<file path="config.mk">
export PLATFORM = sky130hd
export DESIGN_NAME = uart_tx
export DESIGN_NICKNAME = d
export VERILOG_FILES = /design/src/debug_pkg.sv /design/src/uart_tx.sv
export SDC_FILE = /design/constraint.sdc
export NUM_CORES = 1
export LEC_CHECK = 0
export BUFFER_PORTS_ARGS = -buffer_cell sky130_fd_sc_hd__clkbuf_2
export CORE_MARGIN = 5
export CORE_UTILIZATION = 40
export CTS_BUF_LIST = sky130_fd_sc_hd__clkbuf_16
export DETAILED_ROUTE_END_ITERATION = 8
export GPL_ROUTABILITY_DRIVEN = 0
export SETUP_SLACK_MARGIN = 0.4
export SYNTH_ARGS = -nofsm -noshare
export SYNTH_HDL_FRONTEND = slang
export SYNTH_SLANG_ARGS = --single-unit
</file>
<file path="constraint.sdc">
create_clock -name clk -period 3.79 [get_ports clk]
set_input_delay 0.5685 -clock clk [delete_from_list [all_inputs] [get_ports clk]]
set_output_delay 0.5685 -clock clk [all_outputs]
set_load 0.05 [all_outputs]
</file>
<file path="src/debug_pkg.sv">
`default_nettype none

package debug_pkg;

    typedef logic [7:0]  byte_t;
    typedef logic [15:0] bus_addr_t;
    typedef logic [15:0] bus_data_t;

    // every ram bank holds one bus word
    localparam int BANK_WIDTH = 16;

    localparam byte_t CHAR_R  = 8'h52;
    localparam byte_t CHAR_W  = 8'h57;
    localparam byte_t CHAR_D  = 8'h44;
    localparam byte_t CHAR_CR = 8'h0D;
    localparam byte_t CHAR_LF = 8'h0A;

    typedef enum logic [1:0] {
        PARSE_IDLE,
        PARSE_READ,
        PARSE_WRITE
    } parse_state_e;

    // only upper-case digits are accepted
    function automatic logic is_hex_char(byte_t c);
        return ((c >= 8'h30) && (c <= 8'h39)) || ((c >= 8'h41) && (c <= 8'h46));
    endfunction

    function automatic logic [3:0] hex_to_nibble(byte_t c);
        byte_t v;
        v = (c <= 8'h39) ? (c - 8'h30) : (c - 8'h37);
        return v[3:0];
    endfunction

    function automatic byte_t nibble_to_hex(logic [3:0] n);
        return (n < 4'd10) ? (8'h30 + {4'h0, n}) : (8'h37 + {4'h0, n});
    endfunction

endpackage

`default_nettype wire

</file>
<file path="src/uart_tx.sv">
`default_nettype none

module uart_tx
    import debug_pkg::*;
#(
    parameter int CLOCKS_PER_BAUD = 8
) (
    input  wire        clk,
    input  wire        rst_i,
    input  wire byte_t tx_byte_i,
    input  wire        tx_start_i,
    output logic       tx_done_o,
    output logic       tx_o
);

    localparam int CNT_W = $clog2(CLOCKS_PER_BAUD + 1);
    localparam logic [3:0] BIT_LAST_DATA = 4'd8;
    localparam logic [3:0] BIT_STOP      = 4'd9;

    logic [CNT_W-1:0] baud_cnt;
    logic [3:0]       bit_idx;
    byte_t            shift_q;

    always_ff @(posedge clk) begin
        if (rst_i) begin
            baud_cnt  <= '0;
            bit_idx   <= '0;
            tx_done_o <= 1'b1;
            tx_o      <= 1'b1;
        end else if (tx_start_i && tx_done_o) begin
            // start bit goes out now, either from idle or straight after a stop bit
            baud_cnt  <= CNT_W'(CLOCKS_PER_BAUD - 1);
            bit_idx   <= '0;
            tx_done_o <= 1'b0;
            tx_o      <= 1'b0;
        end else if (!tx_done_o) begin
            // done is high during the last clock of the stop bit
            tx_done_o <= (bit_idx == BIT_STOP) && (baud_cnt == CNT_W'(1));
            if (baud_cnt == '0) begin
                baud_cnt <= CNT_W'(CLOCKS_PER_BAUD - 1);
                bit_idx  <= bit_idx + 4'd1;
                if (bit_idx == BIT_LAST_DATA) begin
                    tx_o <= 1'b1;
                end else begin
                    tx_o <= shift_q[0];
                end
            end else begin
                baud_cnt <= baud_cnt - 1'b1;
            end
        end
    end

    always_ff @(posedge clk) begin
        if (tx_start_i && tx_done_o) begin
            shift_q <= tx_byte_i;
        end else if (!tx_done_o && (baud_cnt == '0)) begin
            shift_q <= {1'b0, shift_q[7:1]};
        end
    end

endmodule

`default_nettype wire
</file>
# Word level (Yosys, flattened, before mapping)
# Cells that the tools add are included.
# totals
regBits	18
output_inout_bits	2
wordCells	34
# op_classes
add_sub_neg	2
n_eq_ne	4
mux	11
bitwise_logic	1
n_reduce_logical	10
# ops
op	n
$mux W8	2
$eq A4 B4 Y1 const B	2
$mux W1	6
$mux W3	2
$add A4 B1 Y4 const B	1
$eq A4 B1 Y1 const B	1
$logic_not A4 Y1	1
$mux W4	1
$reduce_and A2 Y1	2
$reduce_bool A2 Y1	2
$sub A4 B1 Y4 const B	1
$logic_and A1 B1 Y1	3
$ne A2 B1 Y1 const B	1
$reduce_or A2 Y1	1
$logic_not A1 Y1	1
$not A1 Y1	1

# Longest topological paths before layout
# depth
ltp_word	5
mapped_depth	6

# Least setup slack after synthesis
# Ideal clock, no wire load.
# synth_path
path_type	register -> register
startpoint	reg tx_done_o
endpoint	reg shift_q[0], enable pin
setup_time_ns	0.330
t_arrival_ns	1.381
t_required_ns	3.460
setup_slack_ns	2.079
stages_incl_launch_ff	4
path_cell_list	dfxtp_1 > or4b_1 > clkbuf_2 > nand2_1
# synth_via
elab_chain_cells	3
elab_cells_between_ends	4
cone_classes	reduce/logical (4)
# synth_rtl
element	line_no	rtl
start, declared	uart_tx.sv:12	output logic tx_done_o,
start signal, assigned	uart_tx.sv:38	tx_done_o <= (bit_idx == BIT_STOP) && (baud_cnt == CNT_W'(1));
$logic_not A1 Y1	uart_tx.sv:56	end else if (!tx_done_o && (baud_cnt == '0)) begin
$logic_and A1 B1 Y1	uart_tx.sv:56	
$reduce_bool A2 Y1 (no line) (*)	-	
end signal, assigned	uart_tx.sv:55	shift_q <= tx_byte_i;
end signal, assigned	uart_tx.sv:57	shift_q <= {1'b0, shift_q[7:1]};
end, declared	uart_tx.sv:22	byte_t shift_q;
# Mark *: on every way between the ends. The rest lies on a longest branch, timed or not.
# A chain may end at the register's enable or synchronous reset.

# Worst setup path in the final report
# layout_path
startpoint	reg baud_cnt[0]
endpoint	reg shift_q[1], enable pin
# layout_via
elab_chain_cells	3
# layout_rtl
element	line_no	rtl
start, declared	uart_tx.sv:20	logic [CNT_W-1:0] baud_cnt;
start signal, assigned	uart_tx.sv:32	baud_cnt <= CNT_W'(CLOCKS_PER_BAUD - 1);
start signal, assigned	uart_tx.sv:40	baud_cnt <= CNT_W'(CLOCKS_PER_BAUD - 1);
start signal, assigned	uart_tx.sv:48	baud_cnt <= baud_cnt - 1'b1;
$logic_not A4 Y1	uart_tx.sv:56	
$logic_and A1 B1 Y1	uart_tx.sv:56	
$reduce_bool A2 Y1 (no line)	-	
# No other way between the ends.

==> results.yml <==
outcome:
  status: "finished, final reports clean"
floorplanning:
  die_width_um: 55.6
  core-area_um2: 1960
  initial_core_util_pct: 42.3
  io_pins: 13
  row_count: 16
  die_area_um2: 3090
  die-height_um: 55.6
sta:
  fmax_mhz: 555
  report.final.slew_viol_count: 0
  setup_violations: 0
  rsz0062_at_grt: "false"
  fin_worst_hold_slack_ns: 0.508
  finalCritPeriodShare_pct: 47.6
  tightest_slew_ns: 0.747
  hold_viol: 0
  skew_ns: 0.00194
  tns_ns: 0
  fin_crit_ns: 1.80
  relSlewSlack_pct: 49.5
  worst_slack_ns: 1.99
global_routing:
  antenna_found_initial: 0
  overflow: 0
  grt_pass1_wl_mm: 2.48
  grt_max_degree: 11
  grt_pass1_vias: 591
  gr-usage-all-layers_pct: 10.6
run:
  max_cap_viol_count: 0
hold_path:
  hp-class: "reg -> reg"
power:
  peakVddDrop_uv: 252
  power_density_nw_per_um2: 493
  leakagePower_nw: 0.391
  fin_total_pwr_uw: 492
setup_path:
  cp-end-kind: "register"
  critPathRequiredTime_ns: 3.70
  startpoint_type: "register"
  critPathMaxFanout: 8
  crit_chain: "inv_1 > ha_1 > or4b_1 > nand2_1"
  cp.arrival_ns: 1.72
  critPathKind: "reg -> reg"
  cp_slowest_cell: "or4b_1"
  cp_slowest_stage_delay_ns: 0.55
synthesis:
  syn-num-nets: 91
  ys_async_sr_fraction_pct: 0
  synth.area.top_cells: "edfxtp_1 (29%), dfxtp_1 (24%), mux2_2 (11%)"
  ys_ff_latch: 18
  synth_commonest_cells: "dfxtp_1 (10), edfxtp_1 (8), mux2_2 (8), nand2_1 (8), inv_1 (7)"
  synth_top_area_share_pct: 28.9
  netlist_area_um2: 831
  syn_inst: 75
  yosys.cell_types.count: 24
  ys.flop_type: "dfxtp_1"
  ys_warn_count: 0
  avgSynthCellArea_um2: 11.1
  synth_top_cell_by_area: "edfxtp_1"
  synth_edf_count: 8
  synth.most_common_cell: "dfxtp_1"
  seq_area_frac_synth_pct: 53.0
drt:
  vias: 612
  vias_per_cell: 5.23
  drtAntennaViolNets: 0
  wl_per_cell_um: 12.5
  routed_wl_mm: 1.47
  first_iter_violations: 7
  first_pass_iters: 4
  drc: 0
cts:
  htreeDepth: 1
  cts_inserted_buffers: 3
  insertion_delay_ns: 0.24
  cts.sinks: 18
  cts_tree: "yes"
  cts-root-buf: "clkbuf_16"
  clockBufferDepth: 2
  postCtsSetupBuffers: 0
  cts_resized: 0
  hold_buffers: 0
  clkTransAtPathRegs_ns: 0.05
finish:
  drive_above_1_share_pct: 25.6
  nNetsFinal: 107
  diodes: 0
  fin_cells: 117
  post-route-util_pct: 50.9
  areaGrowthSynthToFinish_pct: 20.2
  design_area_um2: 998
placed_design:
  port_buffers: 12
  dpl.cell_count: 113
  dpl_cell_area_um2: 920
  dp_slack_ns: 1.97
  dp_hpwl_mm: 1.11
-- logic make-up after synthesis --
logic type	count (synthesis)	synth area share, %
AOI/OAI and AO/OA	13	9.94
and+or+nand+nor	22	13.9
xor gates and xnor gates	1	1.05
muxes	8	10.8
adders and majority gates	5	7.53
buffers and inverters	8	3.77
DFF	18	53.0
-- layer usage --
metal	wire, µm	vias to the layer above	track usage (%)
met4	17	0	7.29
met3	78	2	3.71
met5	0	-	0
met1	676	292	11.7
li1	-	306	-
met2	695	12	16.7
-- path summary, 6_finish.rpt --
path	from	to	slack (ns)	cells past startpoint
hold reg to reg	bit_idx[3]	bit_idx[3]	0.51	2
hold / removal	bit_idx[3]	bit_idx[3]	0.51	2
setup / recovery	baud_cnt[0]	shift_q[1]	1.99	4
setup reg to reg	baud_cnt[0]	shift_q[1]	1.99	4
-- state kept, by name, summed over array words and instances, names as in the netlist --
name       cells
tx_o           1
bit_idx        4
tx_done_o      1
baud_cnt       4
shift_q        8
-- cells in the final DEF (no fill, tap or decap), types with 2 or more instances in the layout --
cell type,instances
a21oi_1,4
a311oi_1,2
a31oi_1,2
clkbuf_16,3
clkbuf_2,12
dfxtp_1,10
edfxtp_1,8
ha_1,5
inv_1,7
mux2_2,8
nand2_1,8
nand3_1,2
nor2_1,2
nor3_1,3
nor4b_1,2
o21ai_0,2
-- power by group --
part | leakage [nW] | internal [mW] | switching, mW
combinational | 0.193 | 0.0239 | 0.0312
clock | 0.0385 | 0.140 | 0.0658
sequential | 0.160 | 0.222 | 0.00963
-- critical path, delay by kind of cell (launching register included) --
family | cells | cell delay (ns)
adders and majority gates | 1 | 0.21
and+or+nand+nor | 2 | 0.86
DFF | 1 | 0.34
buffers and inverters | 1 | 0.07
-- area by class of cell --
cell class / instances / area, µm²
clock inverters: 1 / 3.75
clock buffers: 3 / 75.1
inverters: 7 / 26.3
fillers: 201 / 963
multi-input cells: 49 / 359
well taps: 27 / 33.8
flip-flops and latches: 18 / 440
repair buffers: 12 / 60.1
No activity file was read; power rests on OpenSTA's default activity.
