==> config.mk <==
export PLATFORM = sky130hd
export DESIGN_NAME = bridge_rx
export DESIGN_NICKNAME = d
export VERILOG_FILES = /design/src/debug_pkg.sv /design/src/bridge_rx.sv
export SDC_FILE = /design/constraint.sdc
export NUM_CORES = 1
export LEC_CHECK = 0
export BUFFER_PORTS_ARGS = -buffer_cell sky130_fd_sc_hd__buf_4
export CAP_MARGIN = 0
export CORE_ASPECT_RATIO = 0.75
export CORE_MARGIN = 2
export CORE_UTILIZATION = 55
export CTS_CLUSTER_SIZE = 25
export DETAILED_ROUTE_END_ITERATION = 8
export HOLD_SLACK_MARGIN = 0.1
export PLACE_DENSITY = 0.77
export RECOVER_POWER = 50
export SYNTH_ARGS = -nofsm -noshare
export SYNTH_HDL_FRONTEND = slang
export SYNTH_SLANG_ARGS = --single-unit
==> constraint.sdc <==
create_clock -name clk -period 8.4 [get_ports clk]
set_input_delay 0.42 -clock clk [delete_from_list [all_inputs] [get_ports clk]]
set_output_delay 0.42 -clock clk [all_outputs]
set_load 0.1 [all_outputs]
==> src/debug_pkg.sv <==
`default_nettype none

package debug_pkg;

    typedef logic [7:0]  byte_t;
    typedef logic [15:0] bus_addr_t;
    typedef logic [15:0] bus_data_t;

    // every ram bank holds one bus word
    localparam int BANK_WIDTH = 16;

    localparam byte_t CHAR_R  = 8'h52;
    localparam byte_t CHAR_W  = 8'h57;
    localparam byte_t CHAR_D  = 8'h44;
    localparam byte_t CHAR_CR = 8'h0D;
    localparam byte_t CHAR_LF = 8'h0A;

    typedef enum logic [1:0] {
        PARSE_IDLE,
        PARSE_READ,
        PARSE_WRITE
    } parse_state_e;

    // only upper-case digits are accepted
    function automatic logic is_hex_char(byte_t c);
        return ((c >= 8'h30) && (c <= 8'h39)) || ((c >= 8'h41) && (c <= 8'h46));
    endfunction

    function automatic logic [3:0] hex_to_nibble(byte_t c);
        byte_t v;
        v = (c <= 8'h39) ? (c - 8'h30) : (c - 8'h37);
        return v[3:0];
    endfunction

    function automatic byte_t nibble_to_hex(logic [3:0] n);
        return (n < 4'd10) ? (8'h30 + {4'h0, n}) : (8'h37 + {4'h0, n});
    endfunction

endpackage

`default_nettype wire

==> src/bridge_rx.sv <==
`default_nettype none

module bridge_rx
    import debug_pkg::*;
(
    input  wire        clk,
    input  wire        rst_i,
    input  wire byte_t rx_byte_i,
    input  wire        rx_valid_i,
    output bus_addr_t  req_addr_o,
    output bus_data_t  req_data_o,
    output logic       req_write_o,
    output logic       req_valid_o
);

    parse_state_e state;
    logic [3:0]   char_cnt;
    logic [31:0]  nibbles;
    logic [3:0]   last_pos;
    logic         is_term;

    // position of the terminator after the hex digits
    assign last_pos = (state == PARSE_WRITE) ? 4'd8 : 4'd4;
    assign is_term  = (rx_byte_i == CHAR_CR) || (rx_byte_i == CHAR_LF);

    always_ff @(posedge clk) begin
        if (rst_i) begin
            state       <= PARSE_IDLE;
            char_cnt    <= '0;
            req_valid_o <= 1'b0;
        end else begin
            req_valid_o <= 1'b0;
            if (rx_valid_i) begin
                if (state == PARSE_IDLE) begin
                    // anything but a command letter is dropped here
                    if (rx_byte_i == CHAR_R) begin
                        state <= PARSE_READ;
                    end else if (rx_byte_i == CHAR_W) begin
                        state <= PARSE_WRITE;
                    end
                end else if (char_cnt == last_pos) begin
                    state       <= PARSE_IDLE;
                    char_cnt    <= '0;
                    req_valid_o <= is_term;
                end else if (is_hex_char(rx_byte_i)) begin
                    char_cnt <= char_cnt + 4'd1;
                end else begin
                    state    <= PARSE_IDLE;
                    char_cnt <= '0;
                end
            end
        end
    end

    // hex digits shift in most significant first
    always_ff @(posedge clk) begin
        if (rx_valid_i && (state != PARSE_IDLE) && (char_cnt != last_pos)) begin
            nibbles <= {nibbles[27:0], hex_to_nibble(rx_byte_i)};
        end
    end

    always_ff @(posedge clk) begin
        if (rx_valid_i && (state != PARSE_IDLE) && (char_cnt == last_pos)) begin
            req_write_o <= (state == PARSE_WRITE);
            if (state == PARSE_WRITE) begin
                req_addr_o <= nibbles[31:16];
                req_data_o <= nibbles[15:0];
            end else begin
                req_addr_o <= nibbles[15:0];
                req_data_o <= '0;
            end
        end
    end

endmodule

`default_nettype wire

== Yosys cells after proc, flatten, opt, wreduce, memory -nomap -nowiden ==
Index checks and enable logic that the tools add are counted.
Operators by class
  add/subtract/negate cells: 3
  order comparisons: 4
  equal/unequal tests: 9
  mux-type cells: 10
  bitwise logic cells: 3
  reduce and logical (&&, ||, !) cells: 12
Operator list (number)
  == test 8 x 4 -> 1 bit, second input constant: 2
  == test 8 x 7 -> 1 bit, second input constant: 2
  two-way mux 16 bit: 1
  two-way mux 4 bit: 4
  two-way mux 2 bit: 5
  greater-or-equal comparator 8 x 6 -> 1 bit, second input constant: 1
  greater-or-equal comparator 8 x 7 -> 1 bit, second input constant: 1
  <= comparator 8 x 6 -> 1 bit, second input constant: 1
  <= comparator 8 x 7 -> 1 bit, second input constant: 1
  logical AND 1 bit: 5
  adder 4 x 1 -> 4 bit, second input constant: 1
  == test 4 bit: 1
  inequality test 4 bit: 1
  OR reduction 4 bit: 1
  subtractor 4 x 1 -> 4 bit, second input constant: 1
  subtractor 4 x 3 -> 4 bit, second input constant: 1
  inequality test 3 x 1 -> 1 bit, second input constant: 1
  inequality test 3 bit, second input constant: 1
  NOT 1 bit: 3
  AND reduction 3 bit: 1
  == test 2 bit, second input constant: 1
  zero test 2 bit: 1
  logical OR 1 bit: 2
  AND reduction 2 bit: 1
  nonzero test 2 bit: 1
Storage, ports and cells
  bits in registers: 72
  output and inout port bits: 34

== Depth between registers and ports, before layout ==
  word-level depth: 6
  mapped depth: 7

== Least setup slack after synthesis ==
No wires, ideal clock.
  kind: flip-flop to flip-flop
  start: reg char_cnt[0]
  end: reg nibbles[0] (enable)
  setup time: 0.513 ns
  data arrival time: 4.220 ns
  required time: 7.887 ns
  setup slack: 3.667 ns
  stages on the path, launching flop included: 5
  path buffers: 0
  period minus slack after synthesis: 4.733 ns
  cell sequence: dfxtp_1 > inv_1 > ha_1 > nor4bb_2 > nor4b_1
On the way
  longest elaborated chain between the ends: 2
RTL lines
  start: declaration: RTL line bridge_rx.sv:17  | logic [3:0] char_cnt;
  start signal: assignment: RTL line bridge_rx.sv:46  | char_cnt <= char_cnt + 4'd1;
  inequality test 4 bit: RTL line bridge_rx.sv:57  | if (rx_valid_i && (state != PARSE_IDLE) && (char_cnt != last_pos)) begin
  logical AND 1 bit: RTL line bridge_rx.sv:57
  end signal: assignment: RTL line bridge_rx.sv:58  | nibbles <= {nibbles[27:0], hex_to_nibble(rx_byte_i)};
  end: declaration: RTL line bridge_rx.sv:18  | logic [31:0] nibbles;
No other way between the ends.
A chain may end at the register's enable or synchronous reset.

== Worst setup path after layout ==
  start: reg state[1]
  end: reg req_data_o[9] (enable)
On the way
  longest elaborated chain between the ends: 4
  elaborated cells between the ends (all ways): 6
  classes of those cells: 2 x eq/ne; 1 x mux; 3 x reduce/logical
RTL lines
  start: declaration: RTL line bridge_rx.sv:16  | parse_state_e state;
  start signal: assignment: RTL line bridge_rx.sv:28  | state <= PARSE_IDLE;
  start signal: assignment: RTL line bridge_rx.sv:37  | state <= PARSE_READ;
  start signal: assignment: RTL line bridge_rx.sv:39  | state <= PARSE_WRITE;
  == test 2 bit: RTL line bridge_rx.sv:23  | assign last_pos = (state == PARSE_WRITE) ? 4'd8 : 4'd4;
  two-way mux 4 bit: RTL line bridge_rx.sv:23
  == test 4 bit: RTL line bridge_rx.sv:63  | if (rx_valid_i && (state != PARSE_IDLE) && (char_cnt == last_pos)) begin
  logical AND 1 bit (*): RTL line bridge_rx.sv:63
  end signal: assignment: RTL line bridge_rx.sv:67  | req_data_o <= nibbles[15:0];
  end: declaration: RTL line bridge_rx.sv:11  | output bus_data_t req_data_o,
Every way passes the cells marked *; elsewhere a longest branch is shown, timed or not.

==> results by group <==
Outcome
  – Status: finished, final reports clean

GRT
  – Gr usage total: 16.87%
  – GR Overflow Total: 0
  – Initial antenna violation count: 0
  – First-pass GRT wire length: 6996 um
  – Vias in the first global route: 1480
  – Largest net degree at the start of global routing: 35

Setup path
  – WS Path Type: register to register
  – Crit path capture type: register
  – CP peak stage delay: 1.05 ns
  – Worst-path maximum fanout: 34
  – Worst Setup Start Kind: register
  – Critical Path AT: 2.85 ns
  – CP max-delay cell: clkbuf_1
  – CP required: 8.40 ns
  – Reg2reg path depth: 6
  – Crit-path cells: nor2b_2, clkbuf_1, nand3b_1, o21ai_0, and3_1, buf_4

Placed design
  – Area after DPL: 0.003338 sq mm
  – DP Wirelength: 2934 um
  – Port buffer count: 44
  – Routability cong.: 0.8184

Layout
  – Most common cell after layout, fill and taps aside: edfxtp_1
  – Multi-input logic area: 773.2 sq um
  – Layout cells sized above 1: 20.75%
  – Area Overhead vs Synth: 17.07%
  – Nets@finish: 253
  – Antenna Cells: 0
  – Most frequent cells in the layout: edfxtp_1 (65), clkbuf_1 (37), mux2_2 (18)
  – Finished Core Util: 68.33%
  – Final Cell Area: 0.003423 sq mm
  – Fill count: 389
  – FF+latch area: 0.002092 sq mm

Pwr
  – Pwr Density: 202.5 mW/mm^2
  – PnR Total Power: 0.6932 mW
  – Peak supply drop: 109.6 uV
  – Leakage: 1.156 nW

Die
  – Die ar.: 0.005922 sq mm
  – Placement Rows: 22
  – IO Pins: 45
  – Die extent in y: 67.15 um
  – Starting density of the core: 58.37%
  – Core Area: 0.005010 sq mm
  – Die width: 88.20 um

Detailed routing
  – Drt first pass iters: 4
  – Wirelength per Cell: 14.22 um
  – Final WL: 4450 um
  – Via density: 5.169
  – Initial drt markers: 90
  – Routed Antenna Nets: 0
  – Detailed-route via count: 1618
  – Remaining DRCs: 0

Synth
  – Seq/Total Area, Yosys: 71.54%
  – Top-area cell type share of the netlist area: 66.75%
  – Synth Register Bits: 72
  – Area leader, netlist: edfxtp_1
  – Synth Instances: 184
  – Synthesized Nets: 201
  – Ys async rst share: 0%
  – Mapped Area: 0.002924 sq mm
  – Synth area leaders: edfxtp_1 (67%), mux2_2 (6.9%), dfxtp_1 (4.8%)
  – Number of synthesized flops with an enable pin: 65
  – Yosys cell types: 43
  – Post-Syn Area per Cell: 15.89 sq um
  – Warnings from Yosys: 0
  – Ys flop type: edfxtp_1

Clocking
  – Root Driver: clkbuf_8
  – Htree depth: 3
  – Hold-fix buffers at CTS: 0
  – Post-CTS setup buffers: 0
  – Clock-pin slew on the worst setup and hold paths: 0.07 ns
  – CTS Buffer Depth: 2
  – TritonCTS clock tree: yes
  – CTS buffer count: 9
  – Post-CTS sizing: 0
  – Clock Sinks: 72
  – Clock latency on the worst-skew pair: 0.34 ns

STA
  – RSZ-0062 raised after global routing: false
  – TNS Setup: 0 ns
  – Final Hold Viols: 0
  – Worst slew pin tran: 1.440 ns
  – # setup viols final: 0
  – Crit share post-route: 34.01%
  – Final min period: 2.857 ns
  – Max_slew headroom: 4.032%
  – Slew Limit Fails: 0
  – WHS: 0.2791 ns
  – Peak Freq: 350.0 MHz
  – Worst clock skew: 0.006733 ns

Job
  – # Max-Cap Violations: 0

Worst hold path
  – Hold path cells: 2
  – HP Class: input pin to register
-- worst paths after layout --
kind	slack [ns]	start	to
worst max-delay path	5.54	state[1]$_SDFFE_PP0P_	req_data_o[9]$_SDFFCE_PN0P_
worst min-delay path	0.28	rx_byte_i[5]	req_valid_o$_SDFF_PP0_
worst max register to register	5.54	state[1]$_SDFFE_PP0P_	req_data_o[9]$_SDFFCE_PN0P_
worst min register to register	0.45	nibbles[17]$_DFFE_PP_	nibbles[21]$_DFFE_PP_
-- worst max-delay path, delay by kind of cell (launching register included) --
kind | cells | cell delay, ns
AO/OA/AOI/OAI | 1 | 0.12
buffers and inverters | 2 | 1.44
flip-flops | 1 | 0.42
AND/OR/NAND/NOR | 3 | 0.52
-- state kept, by name (all words and copies together), names as in the netlist --
signal / cells
char_cnt: 4
nibbles: 32
req_addr_o: 16
req_data_o: 16
req_valid_o: 1
req_write_o: 1
state: 2
-- cell families (layout without fill, tap and decap cells) --
| kind of cell | count (synthesis) | count (layout) | share of synthesized area [%] |
|---|---|---|---|
| muxes | 19 | 19 | 7.274 |
| DFF | 72 | 72 | 71.54 |
| adders and majority gates | 6 | 6 | 2.567 |
| xor gates and xnor gates | 3 | 3 | 0.8988 |
| AOI/OAI and AO/OA | 17 | 17 | 4.023 |
| and+or+nand+nor | 53 | 53 | 11.38 |
| buffers and inverters | 14 | 71 | 2.310 |
-- layer usage --
metal  global-route usage [%]  up-vias  share of wire, %
li1                         -      794                 -
met1                    21.36      770                48
met2                    24.34       43                44
met3                    7.213       11               5.8
met4                    10.04        0               2.3
met5                        0        -                 0
-- synth_stat cells, drive strengths merged, types with 2 or more instances --
cell	instances
edfxtp	65
and2	18
mux2	18
nand2	11
inv	8
dfxtp	7
ha	6
o21ai	6
buf	5
nor2	5
nor2b	3
nor3b	2
nor4	2
nor4b	2
o211ai	2
xnor2	2
-- layout make-up --
cell class / instances / share of cell area, %
flip-flops and latches: 72 / 61.11
multi-input cells: 98 / 22.59
repair buffers: 47 / 6.360
clock buffers: 10 / 3.728
clock inverters: 6 / 2.705
well taps: 72 / 2.632
inverters: 8 / 0.8772
-- where the power goes --
group | switching [mW] | leakage [nW] | internal (mW)
Sequential | 0.000102 | 0.673 | 0.385
Clock | 0.124 | 0.103 | 0.169
Combinational | 0.00787 | 0.379 | 0.00723
-- metrics by stage --
| stage | cells | setup WS [ns] |
|---|---|---|
| finish | 313 | 5.543 |
| global route | 313 | 5.305 |
| CTS | 313 | 6.332 |
| detailed placement | 297 | 6.351 |
| global placement | 297 | 6.423 |
| floorplan | 184 | 3.667 |
Note: power is estimated with default switching activity, not from simulation.
