`config.mk`:
```
export PLATFORM = sky130hd
export DESIGN_NAME = bridge_tx
export DESIGN_NICKNAME = d
export VERILOG_FILES = /design/src/debug_pkg.sv /design/src/bridge_tx.sv
export SDC_FILE = /design/constraint.sdc
export NUM_CORES = 1
export LEC_CHECK = 0
export BUFFER_PORTS_ARGS = -buffer_cell sky130_fd_sc_hd__buf_2
export CORE_ASPECT_RATIO = 0.8
export CORE_UTILIZATION = 55
export DETAILED_ROUTE_END_ITERATION = 6
export PLACE_DENSITY = 0.84
export SLEW_MARGIN = 20
export SYNTH_ARGS = -nofsm -noshare
export SYNTH_HDL_FRONTEND = slang
export SYNTH_SLANG_ARGS = --single-unit
```
`constraint.sdc`:
```
create_clock -name clk -period 3.3 [get_ports clk]
set_input_delay 0.66 -clock clk [delete_from_list [all_inputs] [get_ports clk]]
set_output_delay 0.66 -clock clk [all_outputs]
set_load 0.02 [all_outputs]
```
`src/debug_pkg.sv`:
```
`default_nettype none

package debug_pkg;

    typedef logic [7:0]  byte_t;
    typedef logic [15:0] bus_addr_t;
    typedef logic [15:0] bus_data_t;

    // every ram bank holds one bus word
    localparam int BANK_WIDTH = 16;

    localparam byte_t CHAR_R  = 8'h52;
    localparam byte_t CHAR_W  = 8'h57;
    localparam byte_t CHAR_D  = 8'h44;
    localparam byte_t CHAR_CR = 8'h0D;
    localparam byte_t CHAR_LF = 8'h0A;

    typedef enum logic [1:0] {
        PARSE_IDLE,
        PARSE_READ,
        PARSE_WRITE
    } parse_state_e;

    // only upper-case digits are accepted
    function automatic logic is_hex_char(byte_t c);
        return ((c >= 8'h30) && (c <= 8'h39)) || ((c >= 8'h41) && (c <= 8'h46));
    endfunction

    function automatic logic [3:0] hex_to_nibble(byte_t c);
        byte_t v;
        v = (c <= 8'h39) ? (c - 8'h30) : (c - 8'h37);
        return v[3:0];
    endfunction

    function automatic byte_t nibble_to_hex(logic [3:0] n);
        return (n < 4'd10) ? (8'h30 + {4'h0, n}) : (8'h37 + {4'h0, n});
    endfunction

endpackage

`default_nettype wire

```
`src/bridge_tx.sv`:
```
`default_nettype none

module bridge_tx
    import debug_pkg::*;
(
    input  wire            clk,
    input  wire            rst_i,
    input  wire bus_data_t rsp_data_i,
    input  wire            rsp_valid_i,
    input  wire            tx_done_i,
    output byte_t          tx_byte_o,
    output logic           tx_start_o
);

    localparam logic [2:0] LAST_BYTE = 3'd6;

    logic      busy;
    logic [2:0] byte_cnt;
    bus_data_t rsp_q;

    assign tx_start_o = busy;

    // byte_cnt counts bytes already handed to the uart
    always_ff @(posedge clk) begin
        if (rst_i) begin
            busy     <= 1'b0;
            byte_cnt <= '0;
        end else if (!busy) begin
            busy <= rsp_valid_i;
        end else if (tx_done_i) begin
            if (byte_cnt == LAST_BYTE) begin
                byte_cnt <= '0;
                busy     <= rsp_valid_i;
            end else begin
                byte_cnt <= byte_cnt + 3'd1;
            end
        end
    end

    always_ff @(posedge clk) begin
        if (rsp_valid_i && (!busy || (tx_done_i && (byte_cnt == LAST_BYTE)))) begin
            rsp_q <= rsp_data_i;
        end
    end

    always_comb begin
        case (byte_cnt)
            3'd0:    tx_byte_o = CHAR_D;
            3'd1:    tx_byte_o = nibble_to_hex(rsp_q[15:12]);
            3'd2:    tx_byte_o = nibble_to_hex(rsp_q[11:8]);
            3'd3:    tx_byte_o = nibble_to_hex(rsp_q[7:4]);
            3'd4:    tx_byte_o = nibble_to_hex(rsp_q[3:0]);
            3'd5:    tx_byte_o = CHAR_CR;
            default: tx_byte_o = CHAR_LF;
        endcase
    end

endmodule

`default_nettype wire

```
Word level (Yosys, flattened, before mapping):

Cells that the tools add are included.

* $add $sub $neg: 9
* $mul: 0
* divide/modulo/power cells: 0
* order comparisons: 4
* equality and inequality tests: 6
* shift operators: 0
* muxes and demuxes: 9
* bitwise operators: 0
* reductions and logical operators: 6

Operator list (number)
* 6-bit by 4-bit adder with 7-bit output (first input constant): 8
* 7-bit one-hot mux with 6 select lines: 1
* 7-bit 2-to-1 mux: 4
* 4-bit < comparator (second input constant): 4
* 3-bit equality test (second input constant): 3
* 3-bit by 2-bit equality test with 1-bit output (second input constant): 2
* 3-bit by 1-bit adder with 3-bit output (second input constant): 1
* 3-bit by 1-bit equality test with 1-bit output (second input constant): 1
* 3-bit logical NOT: 1
* 1-bit 2-to-1 mux: 3
* 3-bit 2-to-1 mux: 1
* 1-bit logical AND: 2
* 2-bit AND reduction: 1
* 1-bit logical NOT: 1
* 1-bit logical OR: 1

* register bits: 20
* latch bits: 0
* RAM bits: 0
* bits in read-only memories: 0
* bits of input ports: 20
* output and inout bits: 9
* logic and storage cells: 37
* memories: 0

Depth between registers and ports, before layout:

Gate-level depths: netlist (run 1).

* depth in word-level cells: 4
* mapped depth: 7
* mapped depth without buffers: 6

Worst setup path after synthesis (run 1):

Ideal clock, no wire load.

* path kind: reg2out
* start point: register rsp_q[13]
* end point: output tx_byte_o[2]
* arrival: 1.570 ns
* required time: 2.640 ns
* path slack: 1.070 ns
* cell stages (with the launch flop): 7
* path buffers: 0
* cell sequence: edfxtp_1 -> inv_1 -> ha_1 -> nand2_1 -> nor3_2 -> a2111oi_2 -> o311ai_1

* word-level cells in the longest chain between the ends: 3
* elaborated cells between the ends (all ways): 5
* those cells by class: add/sub: 2; order compare: 1; mux: 2

RTL lines
* start, declared: line bridge_tx.sv:19 `bus_data_t rsp_q;`
* start signal, assigned: line bridge_tx.sv:42 `rsp_q <= rsp_data_i;`
* 6-bit by 4-bit adder with 7-bit output or 4-bit < comparator (tied branches): line debug_pkg.sv:36 `return (n < 4'd10) ? (8'h30 + {4'h0, n}) : (8'h37 + {4'h0, n});`
* 7-bit 2-to-1 mux *: line debug_pkg.sv:36
* 7-bit one-hot mux with 6 select lines *: line bridge_tx.sv:47 `case (byte_cnt)`
* end, declared: line bridge_tx.sv:11 `output byte_t tx_byte_o,`

Mark *: on every way between the ends. The rest lies on a longest branch, timed or not.

Worst setup path in the final report (run 1):

* start point: register rsp_q[1]
* end point: output tx_byte_o[2]

Same word-level chain as after synthesis.

==> reports/summary.md, run 1 <==
Outcome
- finished clean — outcome

Clock tree
- 2 — buffers from clock root to sink, at most
- sky130_fd_sc_hd__clkbuf_4 — root buffer selected by CTS
- 0 — CTS resizes
- 1 — Max H-tree Level
- 0 — buffer count from post-CTS setup fixing
- 0.31 ns — insertion delay of the later-clocked pin in the worst-skew pair
- 0.12 ns — Clk pin slew, worst setup/hold paths
- 20 — # clock sinks
- 0 — # hold bufs at CTS
- done — TritonCTS clock tree
- 3 — Inserted Clock Buffers

Global route
- 0 — total gr overflow
- 0 — number of antenna violations at the first check in global routing
- 22.1% — Overall Global Routing Usage
- 952 — via count of the first global-routing pass
- 4.15 mm — global-route wire length before repair
- 17 — maximum number of pins on one net before global-route repair

Synthesis
- compound AO/OA/AOI/OAI gates — main combinational cell family by area after synthesis
- 160 — number of nets produced by synthesis
- 0 — number of warnings printed during yosys synthesis
- 38 — post-synth cell types
- 135 — Gate Count Post-Synth
- 2.79% — xor and xnor area share after synthesis
- sky130_fd_sc_hd__edfxtp_1 — dominant cell type by area after synthesis
- 9.29 um2 — Post-Synthesis Mean Instance Area
- 38.3% — area share of the largest cell type after synthesis
- 1250 um2 — post-synthesis instance area
- 4.99% — Post-Synth Adder-Cell Area
- 1.60% — share of cell area taken by muxes after synthesis
- 20.2% — share of the synthesized area in compound gates (AO/OA/AOI/OAI)
- sky130_fd_sc_hd__edfxtp_1, sky130_fd_sc_hd__dfxtp_1, sky130_fd_sc_hd__ha_1 — Synth area leaders
- 19.4% — share of synthesized cell area in and, or, nand and nor gates
- 44.7% — share of synthesized area occupied by flip-flops and latches
- 20 — total of flip-flops plus latches after synthesis

Critical path
- compound AO/OA/AOI/OAI gates — dominant delay contributor by cell family on the critical path
- flop — startpoint kind of the worst setup timing path
- 0.57 ns — biggest cell delay along the critical path
- 2.64 ns — Crit path required time
- 2 — CP Buf/Inv Count
- 2.09 ns — critical path data arrival time
- reg -> out — Worst Setup Path Type
- output pin — capturing element type of the critical path
- 4 — Worst Path Max Fanout
- sky130_fd_sc_hd__a2111oi_0 — Crit-path slowest cell
- inv_1 -> ha_1 -> nand2_1 -> nor3_1 -> a2111oi_0 -> o311ai_1 -> buf_2 — critical path, cell by cell

STA
- 59.7% — Max-slew headroom
- 0 — max-slew violation count
- 0 — Final Hold Vio Count
- no — RSZ-0062 raised after global routing
- 83.3% — final period utilization
- 0 — total setup violations reported at the end of the flow
- 2.75 ns — minimum clock period
- 0.590 ns — Least-Margin Pin Slew
- 0.00152 ns — setup clock skew after layout
- 364 MHz — Peak Freq
- 0 ns — Setup TNS Final
- 0.516 ns — worst slack on hold paths

Route
- 0 — count of antenna-violating nets left after detailed routing
- 2.64 mm — sum of routed wire length over all layers
- 60 — initial DRC count
- 1,097 — Via Count
- 4 — first-pass iteration count of the detailed router
- 14.1 um — routed len/inst
- 0 — Residual DRC
- 5.87 — vias per cell

Pwr
- 0.577 nW — Static Leak
- 405 nW/um2 — Power Dens Cells
- 0.000336 V — VDD IR max
- 586 uW — power after layout

Cells and area
- 0 — antenna diode count
- 561 um2 — register cell area after layout
- 182 — count of filler cells inserted in the layout
- 188 — number of nets in the layout
- 24.1% — fraction of final layout cells with drive strength greater than 1
- 617 um2 — area used by multi-input combinational logic
- 15.6% — area grow syn2layout

Placed design
- 0.877 — gp weighted congestion
- 2.08 mm — placed wire-length estimate
- 27 — buffers added on ports

Floorplan
- 29 — boundary pin count
- 2480 um2 — die footprint
- 58.1% — Starting Density
- 15 — std cell rows
- 2160 um2 — core region area
- 55.4 um — Die Width
- 44.7 um — DIE HEIGHT

Job
- 0 — Maximum Capacitance Violations

Hold path
- in -> reg — Hold/Removal Path Class

-- placed cells by master, fill, tap and decap left out, types with 3 or more instances in the layout --
| cell | synthesis | routed |
|---|---|---|
| sky130_fd_sc_hd__buf_2 | 1 | 27 |
| sky130_fd_sc_hd__edfxtp_1 | 16 | 16 |
| sky130_fd_sc_hd__nand2_1 | 14 | 14 |
| sky130_fd_sc_hd__inv_1 | 10 | 10 |
| sky130_fd_sc_hd__a21oi_1 | 9 | 9 |
| sky130_fd_sc_hd__o21ai_1 | 8 | 8 |
| sky130_fd_sc_hd__nor2_1 | 7 | 7 |
| sky130_fd_sc_hd__nor2b_1 | 6 | 6 |
| sky130_fd_sc_hd__o21ai_0 | 5 | 5 |
| sky130_fd_sc_hd__ha_1 | 5 | 5 |
| sky130_fd_sc_hd__and2_1 | 4 | 4 |
| sky130_fd_sc_hd__nor3_1 | 4 | 4 |
| sky130_fd_sc_hd__nand3_1 | 4 | 4 |
| sky130_fd_sc_hd__xnor2_1 | 4 | 4 |
| sky130_fd_sc_hd__dfxtp_1 | 4 | 4 |
| sky130_fd_sc_hd__a22oi_1 | 3 | 3 |
| sky130_fd_sc_hd__clkbuf_4 | 0 | 3 |
-- state kept, by name, summed over array words and instances (netlist names) --
signal	cells
rsp_q	16
tx_start_o	1
byte_cnt	3
-- synth_stat cells (all sizes together) --
library cell   n
a2bb2oi        1
edfxtp        16
nand2b         1
ha             5
or3            1
nor3b          1
inv           12
a22oi          3
a21oi          9
nand2         14
a211oi         2
nand4          1
o22ai          1
a21boi         1
dfxtp          4
o21ai         14
mux2i          2
nor2           8
a32oi          2
a31oi          1
conb           1
xnor2          4
a2111oi        3
buf            4
nand3          4
nor2b          6
and2           4
o311ai         2
clkbuf         1
nor3           6
or3b           1
-- kinds of logic after synthesis --
logic type | count (synthesis)
AOI/OAI and AO/OA | 39
xor gates and xnor gates | 4
adders and majority gates | 5
buffers and inverters | 17
DFF | 20
muxes | 2
other | 1
and+or+nand+nor | 47
-- final timing paths --
| path | startpoint | endpoint | slack, ns | cells after the start |
|---|---|---|---|---|
| setup / recovery | rsp_q[1]$_DFFE_PP_ | tx_byte_o[2] | 0.55 | 7 |
| hold / removal | rsp_data_i[7] | rsp_q[7]$_DFFE_PP_ | 0.52 | 1 |
| setup reg to reg | byte_cnt[2]$_SDFFE_PP0P_ | rsp_q[6]$_DFFE_PP_ | 1.22 | 4 |
| hold reg to reg | tx_start_o$_SDFF_PP0_ | tx_start_o$_SDFF_PP0_ | 0.53 | 2 |
-- metal layers --
layer | vias up | wire (um) | global-route usage, %
li1 | 543 | - | -
met1 | 515 | 1190 | 28.1
met2 | 35 | 1260 | 37.8
met3 | 4 | 145 | 6.30
met4 | 0 | 48 | 6.50
met5 | - | 0 | 0
-- per-stage QoR --
step | util [%] | cell area (um2) | setup slack (ns) | std cells
after global routing | 67.1 | 1450 | 0.387 | 187
final | 67.1 | 1450 | 0.550 | 187
after detailed placement | 64.7 | 1400 | 0.949 | 183
after global placement | 64.7 | 1400 | 0.985 | 183
after CTS | 67.1 | 1450 | 0.578 | 187
after floorplan | - | 1250 | 1.07 | 135
-- power by group --
group          switching, mW  internal [mW]  total, mW
combinational         0.0446         0.0343     0.0789
clock                 0.0800          0.123      0.203
sequential            0.0168          0.288      0.305
total                  0.141          0.445      0.586
-- layout make-up --
class	count	share of cell area [%]
Clock inverter	1	2.07
Clock buffer	3	1.55
Inverter	12	3.11
Sequential cell	20	38.7
Tap cell	25	2.16
Timing Repair Buffer	28	9.84
Multi-Input combinational cell	98	42.6
Power figures use the tool's default switching activity.
==> run 2, diff against run 1 <==
--- a/config.mk
+++ b/config.mk
@@ -7,9 +7,9 @@
 export LEC_CHECK = 0
 export BUFFER_PORTS_ARGS = -buffer_cell sky130_fd_sc_hd__buf_2
 export CORE_ASPECT_RATIO = 0.8
-export CORE_UTILIZATION = 55
+export CORE_UTILIZATION = 53
 export DETAILED_ROUTE_END_ITERATION = 6
-export PLACE_DENSITY = 0.84
+export PLACE_DENSITY = 0.82
 export SLEW_MARGIN = 20
 export SYNTH_ARGS = -nofsm -noshare
 export SYNTH_HDL_FRONTEND = slang
==> constraint.sdc (replaced) <==
create_clock -name clk -period 2.9 [get_ports clk]
set_input_delay 0.58 -clock clk [delete_from_list [all_inputs] [get_ports clk]]
set_output_delay 0.58 -clock clk [all_outputs]
set_load 0.02 [all_outputs]
==> run 2 against run 1 <==
Global-route usage down 0.39 points. Largest cell class unchanged. Setup slack worse by 0.34 ns. Sequential power up 13%. Clock power is 14% higher. Largest power group unchanged. Critical path depth decreased by 1.
==> reports/summary.md, run 2 (synthesis results as in run 1) <==
Clock tree
- 0 — # hold bufs at CTS
- 0 — CTS resizes
- done — TritonCTS clock tree
- sky130_fd_sc_hd__clkbuf_4 — root buffer selected by CTS
- 3 — Inserted Clock Buffers
- 20 — # clock sinks
- 0.31 ns — insertion delay of the later-clocked pin in the worst-skew pair
- 2 — buffers from clock root to sink, at most
- 0.12 ns — Clk pin slew, worst setup/hold paths
- 1 — Max H-tree Level
- 0 — buffer count from post-CTS setup fixing

STA
- 372 MHz — Peak Freq
- 92.8% — final period utilization
- no — RSZ-0062 raised after global routing
- 0.597 ns — Least-Margin Pin Slew
- 0 ns — Setup TNS Final
- 0.436 ns — worst slack on hold paths
- 0 — total setup violations reported at the end of the flow
- 0.00238 ns — setup clock skew after layout
- 59.1% — Max-slew headroom
- 0 — max-slew violation count
- 2.69 ns — minimum clock period
- 0 — Final Hold Vio Count

Cells and area
- 0 — antenna diode count
- sky130_fd_sc_hd__buf_2 — leading cell type in the layout, fill and taps excluded
- sky130_fd_sc_hd__buf_2, sky130_fd_sc_hd__edfxtp_1, sky130_fd_sc_hd__nand2_1 — top library cells by usage in the layout, fill and taps aside
- 617 um2 — area used by multi-input combinational logic
- 15.6% — area grow syn2layout
- 561 um2 — register cell area after layout
- rsp_q — register with the highest flop count
- 188 — number of nets in the layout
- 24.1% — fraction of final layout cells with drive strength greater than 1
- 16 — number of flip-flops in the largest register
- 180 — count of filler cells inserted in the layout

Global route
- 21.8% — Overall Global Routing Usage
- 974 — via count of the first global-routing pass
- 0 — total gr overflow
- 4.12 mm — global-route wire length before repair
- 0 — number of antenna violations at the first check in global routing
- 17 — maximum number of pins on one net before global-route repair

Critical path
- 4 — depth of the worst register-to-register path
- 4 — Worst Path Max Fanout
- reg -> out — Worst Setup Path Type
- 2.11 ns — critical path data arrival time
- flop — startpoint kind of the worst setup timing path
- output pin — capturing element type of the critical path
- 2.32 ns — Crit path required time

Hold path
- 1 — cell depth of the worst hold path
- in -> reg — Hold/Removal Path Class

Route
- 1,126 — Via Count
- 4 — first-pass iteration count of the detailed router
- 2.54 mm — sum of routed wire length over all layers
- 0 — Residual DRC
- 13.6 um — routed len/inst
- 0 — count of antenna-violating nets left after detailed routing
- 6.02 — vias per cell
- 53 — initial DRC count

Outcome
- finished clean — outcome

Job
- 0 — Maximum Capacitance Violations

Floorplan
- 45.5 um — DIE HEIGHT
- 57.1% — Starting Density
- 2570 um2 — die footprint
- 56.4 um — Die Width
- 2200 um2 — core region area
- 15 — std cell rows
- 29 — boundary pin count

Placed design
- 2.00 mm — placed wire-length estimate
- 0.886 — gp weighted congestion
- 27 — buffers added on ports

Pwr
- 0.000339 V — VDD IR max
- 459 nW/um2 — Power Dens Cells
- 0.577 nW — Static Leak

==> run 2: final cells by class <==
cell class | count | area share (%)
flip-flops and latches | 20 | 38.7
clock inverters | 1 | 2.07
repair buffers | 28 | 9.84
well taps | 25 | 2.16
inverters | 12 | 3.11
multi-input cells | 98 | 42.6
clock buffers | 3 | 1.55
==> run 2: path summary, 6_finish.rpt <==
check                                 from                    end  slack, ns
setup / recovery        rsp_q[1]$_DFFE_PP_           tx_byte_o[2]       0.21
hold / removal               rsp_data_i[2]     rsp_q[2]$_DFFE_PP_       0.44
setup reg to reg  byte_cnt[2]$_SDFFE_PP0P_     rsp_q[8]$_DFFE_PP_       0.90
hold reg to reg      tx_start_o$_SDFF_PP0_  tx_start_o$_SDFF_PP0_       0.51
==> run 2: report_power, final <==
| part | switching [mW] | internal [mW] | leakage [nW] |
|---|---|---|---|
| clock network | 0.0912 | 0.140 | 0.0279 |
| registers | 0.0190 | 0.327 | 0.185 |
| logic | 0.0494 | 0.0388 | 0.364 |
==> run 2: metrics by stage <==
step                      power, mW  instance area, um2  util [%]  instances  setup slack, ns
after global placement        0.436                1400      63.6        183            0.664
after detailed placement      0.441                1400      63.6        183            0.612
final                         0.666                1450      66.0        187            0.210
after global routing          0.690                1450      66.0        187          0.00863
after floorplan               0.409                1250         -        135            0.750
after CTS                     0.668                1450      66.0        187            0.256
==> run 2: worst max-delay path: stages (launching register included) <==
cell	delay (ns)
sky130_fd_sc_hd__edfxtp_1	0.46
sky130_fd_sc_hd__inv_1	0.13
sky130_fd_sc_hd__ha_1	0.18
sky130_fd_sc_hd__nand2_1	0.07
sky130_fd_sc_hd__a2111oi_0	0.60
sky130_fd_sc_hd__o311ai_1	0.17
sky130_fd_sc_hd__buf_2	0.19
==> run 2: metal layers <==
layer	GRT usage, %	wire (um)
met1	26.9	1030
met2	36.2	1250
met3	7.95	220
met4	7.32	31
met5	0	0
